**src/rtl/rvPkg.sv**
```systemverilog
package rvPkg;

    // RV32I major opcodes
    typedef enum logic [6:0] {
        OpR      = 7'b0110011,
        OpI      = 7'b0010011,
        OpLoad   = 7'b0000011,
        OpStore  = 7'b0100011,
        OpBranch = 7'b1100011,
        OpJal    = 7'b1101111,
        OpJalr   = 7'b1100111,
        OpLui    = 7'b0110111
    } opcodeT;

    typedef enum logic [2:0] {
        AluAdd = 3'b000,
        AluSub = 3'b001,
        AluAnd = 3'b010,
        AluOr  = 3'b011,
        AluSlt = 3'b101
    } aluOpT;

    typedef enum logic [2:0] {
        ImmI = 3'b000,
        ImmS = 3'b001,
        ImmB = 3'b010,
        ImmJ = 3'b011,
        ImmU = 3'b100
    } immSrcT;

    // Operand source for execute
    typedef enum logic [1:0] {
        FwdEx  = 2'b00, // Register file value
        FwdWb  = 2'b01,
        FwdMem = 2'b10
    } forwardT;

    typedef enum logic [1:0] {
        ResAlu     = 2'b00,
        ResMem     = 2'b01,
        ResPcPlus4 = 2'b10,
        ResImm     = 2'b11  // Upper immediate for lui
    } resultSrcT;

endpackage
```
**src/rtl/rvCore.sv**
```systemverilog
module rvCore import rvPkg::*; #(
    parameter logic [31:0] PcStart    = 32'h0,
    parameter int          BtbEntries = 32,
    parameter int          GhrBits    = 5
) (
    input  logic        clk,
    input  logic        reset,
    output logic [31:0] PcF_o,
    input  logic [31:0] InstrF_i,
    output logic [31:0] DataAddrM_o,
    output logic [31:0] WriteDataM_o,
    output logic        MemWriteM_o,
    input  logic [31:0] ReadDataM_i
);

    opcodeT    op;
    logic [2:0] funct3;
    logic      funct7b5;
    immSrcT    immSrcD;
    aluOpT     aluControlE;
    logic      aluSrcE, branchE, jumpE, jalrE;
    resultSrcT resultSrcE, resultSrcM, resultSrcW;
    logic      regWriteM, regWriteW;
    logic      stallF, stallD, flushD, flushE, mispredictE;
    forwardT   forwardAE, forwardBE;
    logic [4:0] rs1D, rs2D, rs1E, rs2E, rdE, rdM, rdW;

    rvDatapath #(
        .PcStart(PcStart), .BtbEntries(BtbEntries), .GhrBits(GhrBits)
    ) i_rvDatapath (
        .clk(clk), .reset(reset),
        .StallF_i(stallF), .StallD_i(stallD), .FlushD_i(flushD), .FlushE_i(flushE),
        .PcF_o(PcF_o), .InstrF_i(InstrF_i),
        .Op_o(op), .Funct3_o(funct3), .Funct7b5_o(funct7b5),
        .ImmSrcD_i(immSrcD), .ALUControlE_i(aluControlE), .ALUSrcE_i(aluSrcE),
        .BranchE_i(branchE), .JumpE_i(jumpE), .JalrE_i(jalrE),
        .ForwardAE_i(forwardAE), .ForwardBE_i(forwardBE),
        .ResultSrcM_i(resultSrcM), .ResultSrcW_i(resultSrcW), .RegWriteW_i(regWriteW),
        .Rs1D_o(rs1D), .Rs2D_o(rs2D), .Rs1E_o(rs1E), .Rs2E_o(rs2E),
        .RdE_o(rdE), .RdM_o(rdM), .RdW_o(rdW),
        .MispredictE_o(mispredictE),
        .ALUResultM_o(DataAddrM_o), .WriteDataM_o(WriteDataM_o), .ReadDataM_i(ReadDataM_i)
    );

    rvController i_rvController (
        .clk(clk), .reset(reset),
        .Op_i(op), .Funct3_i(funct3), .Funct7b5_i(funct7b5), .FlushE_i(flushE),
        .ImmSrcD_o(immSrcD), .ALUControlE_o(aluControlE), .ALUSrcE_o(aluSrcE),
        .BranchE_o(branchE), .JumpE_o(jumpE), .JalrE_o(jalrE),
        .ResultSrcE_o(resultSrcE), .ResultSrcM_o(resultSrcM), .ResultSrcW_o(resultSrcW),
        .RegWriteM_o(regWriteM), .RegWriteW_o(regWriteW), .MemWriteM_o(MemWriteM_o)
    );

    rvHazardUnit i_rvHazardUnit (
        .Rs1D_i(rs1D), .Rs2D_i(rs2D), .Rs1E_i(rs1E), .Rs2E_i(rs2E),
        .RdE_i(rdE), .RdM_i(rdM), .RdW_i(rdW),
        .ResultSrcE_i(resultSrcE), .RegWriteM_i(regWriteM), .RegWriteW_i(regWriteW),
        .MispredictE_i(mispredictE),
        .StallF_o(stallF), .StallD_o(stallD), .FlushD_o(flushD), .FlushE_o(flushE),
        .ForwardAE_o(forwardAE), .ForwardBE_o(forwardBE)
    );

    // Only word accesses are supported
    assert property (@(posedge clk) disable iff (reset) MemWriteM_o |-> DataAddrM_o[1:0] == 2'b00)
        else $error("Misaligned store to %h", DataAddrM_o);

endmodule

```
**src/rtl/rvDatapath.sv**
```systemverilog
module rvDatapath import rvPkg::*; #(
    parameter logic [31:0] PcStart    = 32'h0,
    parameter int          BtbEntries = 32,
    parameter int          GhrBits    = 5
) (
    input  logic         clk,
    input  logic         reset,
    input  logic         StallF_i,
    input  logic         StallD_i,
    input  logic         FlushD_i,
    input  logic         FlushE_i,
    output logic [31:0]  PcF_o,
    input  logic [31:0]  InstrF_i,
    output opcodeT       Op_o,
    output logic [2:0]   Funct3_o,
    output logic         Funct7b5_o,
    input  immSrcT       ImmSrcD_i,
    input  aluOpT        ALUControlE_i,
    input  logic         ALUSrcE_i,
    input  logic         BranchE_i,
    input  logic         JumpE_i,
    input  logic         JalrE_i,
    input  forwardT      ForwardAE_i,
    input  forwardT      ForwardBE_i,
    input  resultSrcT    ResultSrcM_i,
    input  resultSrcT    ResultSrcW_i,
    input  logic         RegWriteW_i,
    output logic [4:0]   Rs1D_o,
    output logic [4:0]   Rs2D_o,
    output logic [4:0]   Rs1E_o,
    output logic [4:0]   Rs2E_o,
    output logic [4:0]   RdE_o,
    output logic [4:0]   RdM_o,
    output logic [4:0]   RdW_o,
    output logic         MispredictE_o,
    output logic [31:0]  ALUResultM_o,
    output logic [31:0]  WriteDataM_o,
    input  logic [31:0]  ReadDataM_i
);

    logic [31:0] pcPlus4F, targetF, pcNextF;
    logic        takenF;
    logic [GhrBits-1:0] phtIndexF, phtIndexD, phtIndexE;
    logic [31:0] instrD, pcD, pcPlus4D, rd1D, rd2D, immD;
    logic        predTakenD, predTakenE;
    logic [4:0]  rdD;
    logic [31:0] rd1E, rd2E, pcE, pcPlus4E, immE;
    logic [2:0]  funct3E;
    logic [31:0] srcAE, srcBE, writeDataE, aluResultE, pcTargetE, redirectE, targetE;
    logic        zeroE, takenE;
    logic [31:0] pcPlus4M, immM, forwardDataM;
    logic [31:0] aluResultW, readDataW, pcPlus4W, immW, resultW;

    // Fetch, prediction steers the PC unless execute redirects
    assign pcPlus4F = PcF_o + 32'd4;
    assign pcNextF  = MispredictE_o ? redirectE : (takenF ? targetF : pcPlus4F);

    always_ff @(posedge clk) begin
        if (reset)
            PcF_o <= PcStart;
        else if (!StallF_i)
            PcF_o <= pcNextF;
    end

    rvBranchPredictor #(.BtbEntries(BtbEntries), .GhrBits(GhrBits)) i_rvBranchPredictor (
        .clk(clk), .reset(reset),
        .PcF_i(PcF_o), .TakenF_o(takenF), .TargetF_o(targetF), .PhtIndexF_o(phtIndexF),
        .UpdateE_i(BranchE_i | JumpE_i), .IsBranchE_i(BranchE_i), .TakenE_i(takenE),
        .PhtIndexE_i(phtIndexE), .PcE_i(pcE), .TargetE_i(targetE)
    );

    // Decode
    always_ff @(posedge clk) begin
        if (reset || FlushD_i) begin
            instrD     <= 32'b0;   // Bubble
            predTakenD <= 1'b0;
        end else if (!StallD_i) begin
            instrD     <= InstrF_i;
            pcD        <= PcF_o;
            pcPlus4D   <= pcPlus4F;
            predTakenD <= takenF;
            phtIndexD  <= phtIndexF;
        end
    end

    assign Op_o       = opcodeT'(instrD[6:0]);
    assign Funct3_o   = instrD[14:12];
    assign Funct7b5_o = instrD[30];
    assign Rs1D_o     = instrD[19:15];
    assign Rs2D_o     = instrD[24:20];
    assign rdD        = instrD[11:7];

    rvRegFile i_rvRegFile (
        .clk(clk), .A1_i(Rs1D_o), .A2_i(Rs2D_o), .A3_i(RdW_o),
        .We3_i(RegWriteW_i), .Wd3_i(resultW), .Rd1_o(rd1D), .Rd2_o(rd2D)
    );

    always_comb begin
        unique case (ImmSrcD_i)
            ImmI:    immD = {{20{instrD[31]}}, instrD[31:20]};
            ImmS:    immD = {{20{instrD[31]}}, instrD[31:25], instrD[11:7]};
            ImmB:    immD = {{20{instrD[31]}}, instrD[7], instrD[30:25], instrD[11:8], 1'b0};
            ImmJ:    immD = {{12{instrD[31]}}, instrD[19:12], instrD[20], instrD[30:21], 1'b0};
            default: immD = {instrD[31:12], 12'b0};   // ImmU
        endcase
    end

    // Execute
    always_ff @(posedge clk) begin
        if (reset || FlushE_i) begin
            predTakenE <= 1'b0;
            Rs1E_o     <= 5'd0;
            Rs2E_o     <= 5'd0;
            RdE_o      <= 5'd0;
        end else begin
            predTakenE <= predTakenD;
            Rs1E_o     <= Rs1D_o;
            Rs2E_o     <= Rs2D_o;
            RdE_o      <= rdD;
        end
        rd1E      <= rd1D;
        rd2E      <= rd2D;
        pcE       <= pcD;
        pcPlus4E  <= pcPlus4D;
        immE      <= immD;
        funct3E   <= Funct3_o;
        phtIndexE <= phtIndexD;
    end

    function automatic logic [31:0] fwdMux(forwardT sel, logic [31:0] regVal,
                                           logic [31:0] memVal, logic [31:0] wbVal);
        case (sel)
            FwdMem:  return memVal;
            FwdWb:   return wbVal;
            default: return regVal;
        endcase
    endfunction

    assign srcAE      = fwdMux(ForwardAE_i, rd1E, forwardDataM, resultW);
    assign writeDataE = fwdMux(ForwardBE_i, rd2E, forwardDataM, resultW);
    assign srcBE      = ALUSrcE_i ? immE : writeDataE;

    rvAlu i_rvAlu (
        .A_i(srcAE), .B_i(srcBE), .AluOp_i(ALUControlE_i),
        .Result_o(aluResultE), .Zero_o(zeroE)
    );

    // Branch resolution, funct3[0] selects bne
    assign pcTargetE     = pcE + immE;
    assign takenE        = JumpE_i | (BranchE_i & (zeroE ^ funct3E[0]));
    assign MispredictE_o = (takenE != predTakenE) | JalrE_i;
    assign targetE       = JalrE_i ? {aluResultE[31:1], 1'b0} : pcTargetE;
    assign redirectE     = (predTakenE && !takenE) ? pcPlus4E : targetE;

    // Memory
    always_ff @(posedge clk) begin
        ALUResultM_o <= aluResultE;
        WriteDataM_o <= writeDataE;
        pcPlus4M     <= pcPlus4E;
        immM         <= immE;
        RdM_o        <= RdE_o;
    end

    always_comb begin
        case (ResultSrcM_i)
            ResPcPlus4: forwardDataM = pcPlus4M;
            ResImm:     forwardDataM = immM;
            default:    forwardDataM = ALUResultM_o;   // Loads never forward from M
        endcase
    end

    // Writeback
    always_ff @(posedge clk) begin
        aluResultW <= ALUResultM_o;
        readDataW  <= ReadDataM_i;
        pcPlus4W   <= pcPlus4M;
        immW       <= immM;
        RdW_o      <= RdM_o;
    end

    always_comb begin
        unique case (ResultSrcW_i)
            ResMem:     resultW = readDataW;
            ResPcPlus4: resultW = pcPlus4W;
            ResImm:     resultW = immW;
            default:    resultW = aluResultW;
        endcase
    end

endmodule

```
**src/rtl/rvController.sv**
```systemverilog
module rvController import rvPkg::*; (
    input  logic      clk,
    input  logic      reset,
    input  opcodeT    Op_i,
    input  logic [2:0] Funct3_i,
    input  logic      Funct7b5_i,
    input  logic      FlushE_i,
    output immSrcT    ImmSrcD_o,
    output aluOpT     ALUControlE_o,
    output logic      ALUSrcE_o,
    output logic      BranchE_o,
    output logic      JumpE_o,
    output logic      JalrE_o,
    output resultSrcT ResultSrcE_o,
    output resultSrcT ResultSrcM_o,
    output resultSrcT ResultSrcW_o,
    output logic      RegWriteM_o,
    output logic      RegWriteW_o,
    output logic      MemWriteM_o
);

    logic      regWriteD, memWriteD, aluSrcD, branchD, jumpD, jalrD, arithD;
    resultSrcT resultSrcD;
    aluOpT     aluControlD;
    logic      regWriteE, memWriteE;

    // Main decoder, zero instruction decodes to all control low
    always_comb begin
        {regWriteD, memWriteD, aluSrcD, branchD, jumpD, jalrD, arithD} = '0;
        resultSrcD = ResAlu;
        ImmSrcD_o  = ImmI;
        unique case (Op_i)
            OpR:      {regWriteD, arithD} = 2'b11;
            OpI:      {regWriteD, aluSrcD, arithD} = 3'b111;
            OpLoad: begin
                {regWriteD, aluSrcD} = 2'b11;
                resultSrcD = ResMem;
            end
            OpStore: begin
                {memWriteD, aluSrcD} = 2'b11;
                ImmSrcD_o = ImmS;
            end
            OpBranch: begin
                branchD   = 1'b1;
                ImmSrcD_o = ImmB;
            end
            OpJal: begin
                {regWriteD, jumpD} = 2'b11;
                resultSrcD = ResPcPlus4;
                ImmSrcD_o  = ImmJ;
            end
            OpJalr: begin
                {regWriteD, aluSrcD, jumpD, jalrD} = 4'b1111;
                resultSrcD = ResPcPlus4;
            end
            OpLui: begin
                regWriteD  = 1'b1;
                resultSrcD = ResImm;
                ImmSrcD_o  = ImmU;
            end
            default: ;
        endcase
    end

    // ALU decoder
    always_comb begin
        aluControlD = AluAdd;
        if (branchD)
            aluControlD = AluSub;   // Zero flag compares
        else if (arithD) begin
            case (Funct3_i)
                3'b000:  aluControlD = (Op_i == OpR && Funct7b5_i) ? AluSub : AluAdd;
                3'b010:  aluControlD = AluSlt;
                3'b110:  aluControlD = AluOr;
                3'b111:  aluControlD = AluAnd;
                default: aluControlD = AluAdd;
            endcase
        end
    end

    always_ff @(posedge clk) begin
        if (reset || FlushE_i) begin
            {regWriteE, memWriteE, ALUSrcE_o, BranchE_o, JumpE_o, JalrE_o} <= '0;
            ResultSrcE_o  <= ResAlu;
            ALUControlE_o <= AluAdd;
        end else begin
            {regWriteE, memWriteE, ALUSrcE_o} <= {regWriteD, memWriteD, aluSrcD};
            {BranchE_o, JumpE_o, JalrE_o}     <= {branchD, jumpD, jalrD};
            ResultSrcE_o  <= resultSrcD;
            ALUControlE_o <= aluControlD;
        end
    end

    always_ff @(posedge clk) begin
        if (reset) begin
            {RegWriteM_o, MemWriteM_o, RegWriteW_o} <= '0;
            ResultSrcM_o <= ResAlu;
            ResultSrcW_o <= ResAlu;
        end else begin
            RegWriteM_o  <= regWriteE;
            MemWriteM_o  <= memWriteE;
            ResultSrcM_o <= ResultSrcE_o;
            RegWriteW_o  <= RegWriteM_o;
            ResultSrcW_o <= ResultSrcM_o;
        end
    end

    assert property (@(posedge clk) disable iff (reset)
        Op_i != opcodeT'(7'd0) |->
            Op_i inside {OpR, OpI, OpLoad, OpStore, OpBranch, OpJal, OpJalr, OpLui})
        else $error("Unsupported opcode %b in decode", Op_i);

endmodule

```
**src/rtl/rvHazardUnit.sv**
```systemverilog
module rvHazardUnit import rvPkg::*; (
    input  logic [4:0] Rs1D_i,
    input  logic [4:0] Rs2D_i,
    input  logic [4:0] Rs1E_i,
    input  logic [4:0] Rs2E_i,
    input  logic [4:0] RdE_i,
    input  logic [4:0] RdM_i,
    input  logic [4:0] RdW_i,
    input  resultSrcT  ResultSrcE_i,
    input  logic       RegWriteM_i,
    input  logic       RegWriteW_i,
    input  logic       MispredictE_i,
    output logic       StallF_o,
    output logic       StallD_o,
    output logic       FlushD_o,
    output logic       FlushE_o,
    output forwardT    ForwardAE_o,
    output forwardT    ForwardBE_o
);

    logic loadUse;

    // Memory stage holds the newer value
    function automatic forwardT fwdSel(logic [4:0] rs);
        if (rs != 5'd0 && rs == RdM_i && RegWriteM_i)
            return FwdMem;
        else if (rs != 5'd0 && rs == RdW_i && RegWriteW_i)
            return FwdWb;
        return FwdEx;
    endfunction

    always_comb ForwardAE_o = fwdSel(Rs1E_i);
    always_comb ForwardBE_o = fwdSel(Rs2E_i);

    assign loadUse  = (ResultSrcE_i == ResMem) && RdE_i != 5'd0
                      && (RdE_i == Rs1D_i || RdE_i == Rs2D_i);
    assign StallF_o = loadUse;
    assign StallD_o = loadUse;
    assign FlushD_o = MispredictE_i;
    assign FlushE_o = loadUse | MispredictE_i;

    // A load in execute can never be a mispredicted branch
    always_comb begin
        assert final (!(StallD_o && FlushD_o)) else $error("Decode stalled and flushed");
    end

endmodule

```
**src/rtl/rvBranchPredictor.sv**
```systemverilog
module rvBranchPredictor #(
    parameter int BtbEntries = 32,
    parameter int GhrBits    = 5
) (
    input  logic               clk,
    input  logic               reset,
    input  logic [31:0]        PcF_i,
    output logic               TakenF_o,
    output logic [31:0]        TargetF_o,
    output logic [GhrBits-1:0] PhtIndexF_o,
    input  logic               UpdateE_i,
    input  logic               IsBranchE_i,
    input  logic               TakenE_i,
    input  logic [GhrBits-1:0] PhtIndexE_i,
    input  logic [31:0]        PcE_i,
    input  logic [31:0]        TargetE_i
);

    localparam int IdxBits = $clog2(BtbEntries);
    localparam int TagBits = 30 - IdxBits;

    logic [1:0]         pht [2**GhrBits];
    logic               btbValid [BtbEntries];
    logic               btbJump [BtbEntries];
    logic [TagBits-1:0] btbTag [BtbEntries];
    logic [31:0]        btbTarget [BtbEntries];
    logic [GhrBits-1:0] ghr;
    logic [IdxBits-1:0] idxF, idxE;
    logic               hitF;

    assign idxF        = PcF_i[IdxBits+1:2];
    assign idxE        = PcE_i[IdxBits+1:2];
    assign PhtIndexF_o = PcF_i[GhrBits+1:2] ^ ghr;   // gshare hash
    assign hitF        = btbValid[idxF] && btbTag[idxF] == PcF_i[31:IdxBits+2];
    assign TakenF_o    = hitF && (btbJump[idxF] || pht[PhtIndexF_o][1]);
    assign TargetF_o   = btbTarget[idxF];

    always_ff @(posedge clk) begin
        if (reset) begin
            ghr <= '0;
            for (int i = 0; i < 2**GhrBits; i++)
                pht[i] <= 2'b01;   // Weakly not taken
            for (int i = 0; i < BtbEntries; i++)
                btbValid[i] <= 1'b0;
        end else if (UpdateE_i) begin
            if (IsBranchE_i) begin
                ghr <= {ghr[GhrBits-2:0], TakenE_i};
                if (TakenE_i && pht[PhtIndexE_i] != 2'b11)
                    pht[PhtIndexE_i] <= pht[PhtIndexE_i] + 2'b01;
                else if (!TakenE_i && pht[PhtIndexE_i] != 2'b00)
                    pht[PhtIndexE_i] <= pht[PhtIndexE_i] - 2'b01;
            end
            if (TakenE_i)
                btbValid[idxE] <= 1'b1;
        end
    end

    // Entry payload
    always_ff @(posedge clk) begin
        if (UpdateE_i && TakenE_i) begin
            btbJump[idxE]   <= !IsBranchE_i;
            btbTag[idxE]    <= PcE_i[31:IdxBits+2];
            btbTarget[idxE] <= TargetE_i;
        end
    end

endmodule

```
**src/rtl/rvRegFile.sv**
```systemverilog
module rvRegFile (
    input  logic        clk,
    input  logic [4:0]  A1_i,
    input  logic [4:0]  A2_i,
    input  logic [4:0]  A3_i,
    input  logic        We3_i,
    input  logic [31:0] Wd3_i,
    output logic [31:0] Rd1_o,
    output logic [31:0] Rd2_o
);

    logic [31:0] regs [32];

    // Falling edge write lets decode see the writeback value
    always_ff @(negedge clk) begin
        if (We3_i && A3_i != 5'd0)
            regs[A3_i] <= Wd3_i;
    end

    assign Rd1_o = (A1_i == 5'd0) ? 32'd0 : regs[A1_i];
    assign Rd2_o = (A2_i == 5'd0) ? 32'd0 : regs[A2_i];

endmodule

```
**src/rtl/rvAlu.sv**
```systemverilog
module rvAlu import rvPkg::*; (
    input  logic [31:0] A_i,
    input  logic [31:0] B_i,
    input  aluOpT       AluOp_i,
    output logic [31:0] Result_o,
    output logic        Zero_o
);

    always_comb begin
        unique case (AluOp_i)
            AluSub:  Result_o = A_i - B_i;
            AluAnd:  Result_o = A_i & B_i;
            AluOr:   Result_o = A_i | B_i;
            AluSlt:  Result_o = {31'd0, $signed(A_i) < $signed(B_i)};
            default: Result_o = A_i + B_i;
        endcase
    end

    assign Zero_o = (Result_o == 32'd0);   // Equality test for branches

endmodule

```
**config.mk**
```make
export PLATFORM = sky130hd
export DESIGN_NAME = rvCore
export DESIGN_NICKNAME = d
export VERILOG_FILES = /design/src/rtl/rvPkg.sv /design/src/rtl/rvCore.sv /design/src/rtl/rvDatapath.sv /design/src/rtl/rvController.sv /design/src/rtl/rvHazardUnit.sv /design/src/rtl/rvBranchPredictor.sv /design/src/rtl/rvRegFile.sv /design/src/rtl/rvAlu.sv
export SDC_FILE = /design/constraint.sdc
export NUM_CORES = 2
export LEC_CHECK = 0
export BUFFER_PORTS_ARGS = -buffer_cell sky130_fd_sc_hd__buf_2
export CAP_MARGIN = 20
export CORE_MARGIN = 4
export CORE_UTILIZATION = 30
export DETAILED_ROUTE_END_ITERATION = 7
export PLACE_DENSITY = 0.56
export SLEW_MARGIN = 40
export SYNTH_ARGS = -nofsm -noshare
export SYNTH_HDL_FRONTEND = slang
export SYNTH_HIERARCHICAL = 1
export SYNTH_SLANG_ARGS = --single-unit
export TNS_END_PERCENT = 100
```
**constraint.sdc**
```tcl
create_clock -name clk -period 20.1 [get_ports clk]
set_input_delay 3.015 -clock clk [delete_from_list [all_inputs] [get_ports clk]]
set_output_delay 3.015 -clock clk [all_outputs]
set_load 0.05 [all_outputs]
```
# Word-level counts from Yosys, hierarchy flattened
# Memory sizes are Yosys's and may differ from the RTL's. A register that Yosys moved wholly into a read port is not among the register bits.
# Index checks and enable logic that the tools add are counted.
# classes
addsub	6
n_lt_le_gt_ge	1
n_eq_ne	37
n_mux	70
bitwise_logic	13
reduce_logical	43
# ops
cell	n
32-bit case mux with 2 select lines	3
32-bit two-way mux	5
32-bit case mux with 4 select lines	1
31-bit case mux with 4 select lines	1
32-bit case mux with 3 select lines	1
32-bit adder	2
5-bit two-way mux	10
1-bit two-way mux	38
32-bit by 3-bit adder with 32-bit output (second input constant)	1
32-bit AND	1
32-bit zero test	1
32-bit less-than comparator	1
32-bit OR	1
32-bit subtractor	1
5-bit == test	6
25-bit == test	1
3-bit case mux with 4 select lines	2
7-bit by 6-bit == test with 1-bit output (second input constant)	3
7-bit == test (second input constant)	3
5-bit nonzero test	4
1-bit logical AND	18
2-bit two-way mux	8
3-bit by 2-bit == test with 1-bit output (second input constant)	5
2-bit == test (second input constant)	6
26 further kinds	47
# word_totals
reg_bits	541
mem_bits_rw	2976
input_bits	66
out_inout_bits	97
elab_cells	216
mem_count	6
# mem_list
name	words	width	read_ports	rd_clocked_by_memory_dff	write_ports	line	rtl
i_rvDatapath.i_rvBranchPredictor.btbTarget	32	32	1	1	1	rvBranchPredictor.sv:26	logic [31:0] btbTarget [BtbEntries];
i_rvDatapath.i_rvRegFile.regs	32	32	2	2	1	rvRegFile.sv:12	logic [31:0] regs [32];
i_rvDatapath.i_rvBranchPredictor.btbTag	32	25	1	1	1	rvBranchPredictor.sv:25	logic [TagBits-1:0] btbTag [BtbEntries];
i_rvDatapath.i_rvBranchPredictor.pht	32	2	2	1	32	rvBranchPredictor.sv:22	logic [1:0] pht [2**GhrBits];
i_rvDatapath.i_rvBranchPredictor.btbJump	32	1	1	1	1	rvBranchPredictor.sv:24	logic btbJump [BtbEntries];
i_rvDatapath.i_rvBranchPredictor.btbValid	32	1	1	1	32	rvBranchPredictor.sv:23	logic btbValid [BtbEntries];

# Longest topological paths before layout
# depth
word_depth	26
mapped_depth	38
ltp_nobuf	32

# Modules after synthesis
# Netlist, hierarchy kept.
# modules_own_cells
mod	n_inst	cells_per_inst	area_per_inst_um2	seq_area_each_um2
rvBranchPredictor	1	3477	76002.9	58396.0
rvRegFile	1	2288	46991.3	30749.5
rvDatapath	1	1799	20348.3	12241.7
rvAlu	1	868	5515.3	0.0
rvController	1	70	715.7	360.3
rvHazardUnit	1	57	464.2	0.0

==> flow_metrics.py <==
metrics = {
    "outcome": {
        "status": "complete, no violations",
    },
    "sta": {
        "worst_pin_slew_ns": 1.16,
        "rsz0062_at_grt": "no",
        "hold_viol": 0,
        "finalSetupViolations": 0,
        "fin_ws_ns": 7.25,
        "slew-limit-headroom_pct": 22.2,
        "tns_ns": 0,
        "fin_worst_skew_ns": 0.0860,
        "final_max_slew_viol_count": 0,
        "hold-worst-slack_ns": 0.330,
    },
    "cts": {
        "clk_latency_ns": 1.00,
        "cts_resized": 0,
        "cts-htree-levels": 5,
        "cts_tree": "yes",
        "clock-sinks": 3577,
        "cts_buffers": 370,
        "cts_hold_buf": 0,
        "cts.reportedPaths.clkPinSlew_ns": 0.06,
        "cts_setup_buffers": 0,
        "cts_root_buf": "clkbuf_16",
        "cts.path.max_buffers": 4,
    },
    "synthesis": {
        "ys_seq_area_share_pct": 67.8,
        "synth_edf_count": 3011,
        "muxShareOfSynthArea_pct": 18.4,
        "synth_top_area_share_pct": 60.3,
        "ys_async_sr_fraction_pct": 0,
        "synth_xor_area_share_pct": 0.700,
        "synth.area.top_cells": "edfxtp_1, mux4_2, dfxtp_1",
        "yosys-top-cells-count": "edfxtp_1, mux4_2, dfxtp_1, nor2_1, nand2_1",
        "synth_flop_cell": "edfxtp_1",
        "synth_top_family_by_area": "multiplexers",
        "ys_warn_count": 6,
        "synth-simple-area-share_pct": 4.12,
        "synthCells": 8559,
        "yosysTopAreaCell": "edfxtp_1",
        "ys_types": 119,
        "syn_area_um2": 150000,
        "synth_compound_area_share_pct": 5.57,
        "synthAdderAreaFrac_pct": 1.15,
        "avgSynthCellArea_um2": 17.5,
        "yosysMostFrequentCell": "edfxtp_1",
        "synth_seq_cells": 3577,
    },
    "flow_run": {
        "max_cap_viol_count": 0,
    },
    "routing": {
        "drtIter0Drc": 12100,
        "routed_via_density": 5.41,
        "antenna_left": 0,
        "wire_per_inst_um": 29.9,
        "routed_wirelength_um": 506000,
        "vias": 91400,
        "drc": 0,
        "first_pass_iters": 7,
    },
    "die": {
        "fp.coreArea_um2": 498000,
        "num_rows": 259,
        "start_util_pct": 30.1,
        "die_h_um": 715,
        "die_area_um2": 512000,
        "chipWidth_um": 715,
        "pin_count": 163,
    },
    "place": {
        "post-place-ws_ns": 7.35,
        "io_buffers": 162,
        "hpwl_um": 313000,
        "dp.cells": 15100,
        "gp_congestion": 0.924,
    },
    "setup_path": {
        "worst_setup_path_start_kind": "register",
        "worstPathArrival_ns": 3.33,
        "cp.depth": 3,
        "cp-startpoint": "i_rvDatapath/RdW_o[4]",
        "max_stage_delay_ns": 0.74,
        "critPathSlowestCell": "nor2_4",
        "r2r-start": "i_rvDatapath/RdW_o[4]",
        "setup.worst_path.end_class": "register",
        "cp_max_fo": 21,
        "reg2reg_depth": 3,
        "crit_family": "simple AND/OR/NAND/NOR gates",
        "worstPathRequired_ns": 10.59,
        "path_cells": "nand3b_1, nor2_4, buf_4",
        "cp_num_buf_inv": 1,
        "crit_type": "register to register",
    },
    "cells_and_area": {
        "regArea_um2": 102000,
        "multiInputGateArea_um2": 45900,
        "layoutNonFillerInstCount": 16900,
        "fill_cells": 46900,
        "final_nets": 10100,
        "drive_above_1_share_pct": 23.6,
        "final_util_pct": 35.4,
        "area_growth_pct": 17.6,
    },
    "power": {
        "powerDensity_nw_per_um2": 108,
        "vdd_drop_max_v": 0.0000758,
        "leakage_nw": 60.2,
    },
    "worst_hold_path": {
        "worstHoldPathCells": 0,
        "hold_class": "register to register",
        "hold_start": "i_rvDatapath/pcPlus4D[29]",
    },
    "global_route": {
        "grtUsageTotal_pct": 19.2,
        "antenna_found_initial": 49,
        "grt_max_degree": 117,
        "first_global_vias": 92300,
        "grt_pass1_wl_um": 700000,
        "overflow": 0,
    },
}
-- metrics by stage --
step	power, mW	instance area (um2)
2_1_floorplan	10.6	150000
3_3_place_gp	11.5	160000
3_5_place_dp	11.6	160000
4_1_cts	19.1	176000
5_1_grt	19.7	176000
6_report	19.0	176000
-- layout make-up --
type | instances | area share, %
Timing Repair Buffer | 468 | 2.00
Antenna cell | 18 | 0.0255
Multi-Input combinational cell | 4278 | 26.0
Inverter | 180 | 0.384
Sequential cell | 3577 | 57.7
Clock inverter | 1229 | 3.33
Clock buffer | 478 | 5.77
Tap cell | 6655 | 4.72
-- worst paths after layout --
| path | endpoint | slack, ns |
|---|---|---|
| setup reg to reg | i_rvDatapath/i_rvRegFile/regs[26][2] | 7.25 |
| hold / removal | i_rvDatapath/pcPlus4E[29] | 0.33 |
| setup / recovery | i_rvDatapath/i_rvRegFile/regs[26][2] | 7.25 |
| hold reg to reg | i_rvDatapath/pcPlus4E[29] | 0.33 |
-- cells in the final DEF (no fill, tap or decap), types with 118 or more instances in the layout --
cell type | netlist | final
edfxtp_1 | 3011 | 3011
inv_1 | 173 | 1204
mux4_2 | 1002 | 1002
dfxtp_1 | 566 | 534
nand2_1 | 399 | 397
clkbuf_16 | 0 | 384
mux2i_1 | 359 | 358
nor2_1 | 404 | 336
buf_4 | 61 | 253
a21oi_1 | 219 | 218
o21ai_0 | 210 | 173
buf_2 | 148 | 161
ha_1 | 133 | 130
mux2_2 | 121 | 121
o22ai_1 | 121 | 121
a22oi_1 | 118 | 118
-- routing by layer --
layer | routed length [um] | vias to the layer above | share of wire (%) | track usage (%)
li1 | - | 37300 | - | -
met1 | 196000 | 48100 | 39 | 24.9
met2 | 237000 | 4935 | 47 | 30.7
met3 | 52800 | 917 | 10 | 5.19
met4 | 19600 | 6 | 3.9 | 7.20
met5 | 41 | - | 0.0081 | 0
-- where the power goes --
part / total, mW / switching, mW / internal [mW]
clock: 7.79 / 3.53 / 4.26
sequential: 8.83 / 0.244 / 8.59
combinational: 2.38 / 1.67 / 0.707
-- flip-flops by register name (all words and copies together) (netlist names), 64 cells and up --
name and cells:
i_rvDatapath/i_rvBranchPredictor/btbTag 800, i_rvDatapath/i_rvBranchPredictor/pht 64, i_rvDatapath/i_rvBranchPredictor/btbTarget 1024, i_rvDatapath/i_rvRegFile/regs 1024
-- cells by family (layout without fill, tap and decap cells) --
logic type | count (synthesis) | in the layout
AO/OA/AOI/OAI | 1214 | 1214
XOR/XNOR | 120 | 120
adder cells (fa/ha/maj) | 136 | 136
buffers and inverters | 735 | 2355
flip-flops | 3577 | 3577
multiplexers | 1486 | 1486
other | 1 | 50
AND/OR/NAND/NOR | 1290 | 1290
Power figures use the tool's default switching activity.
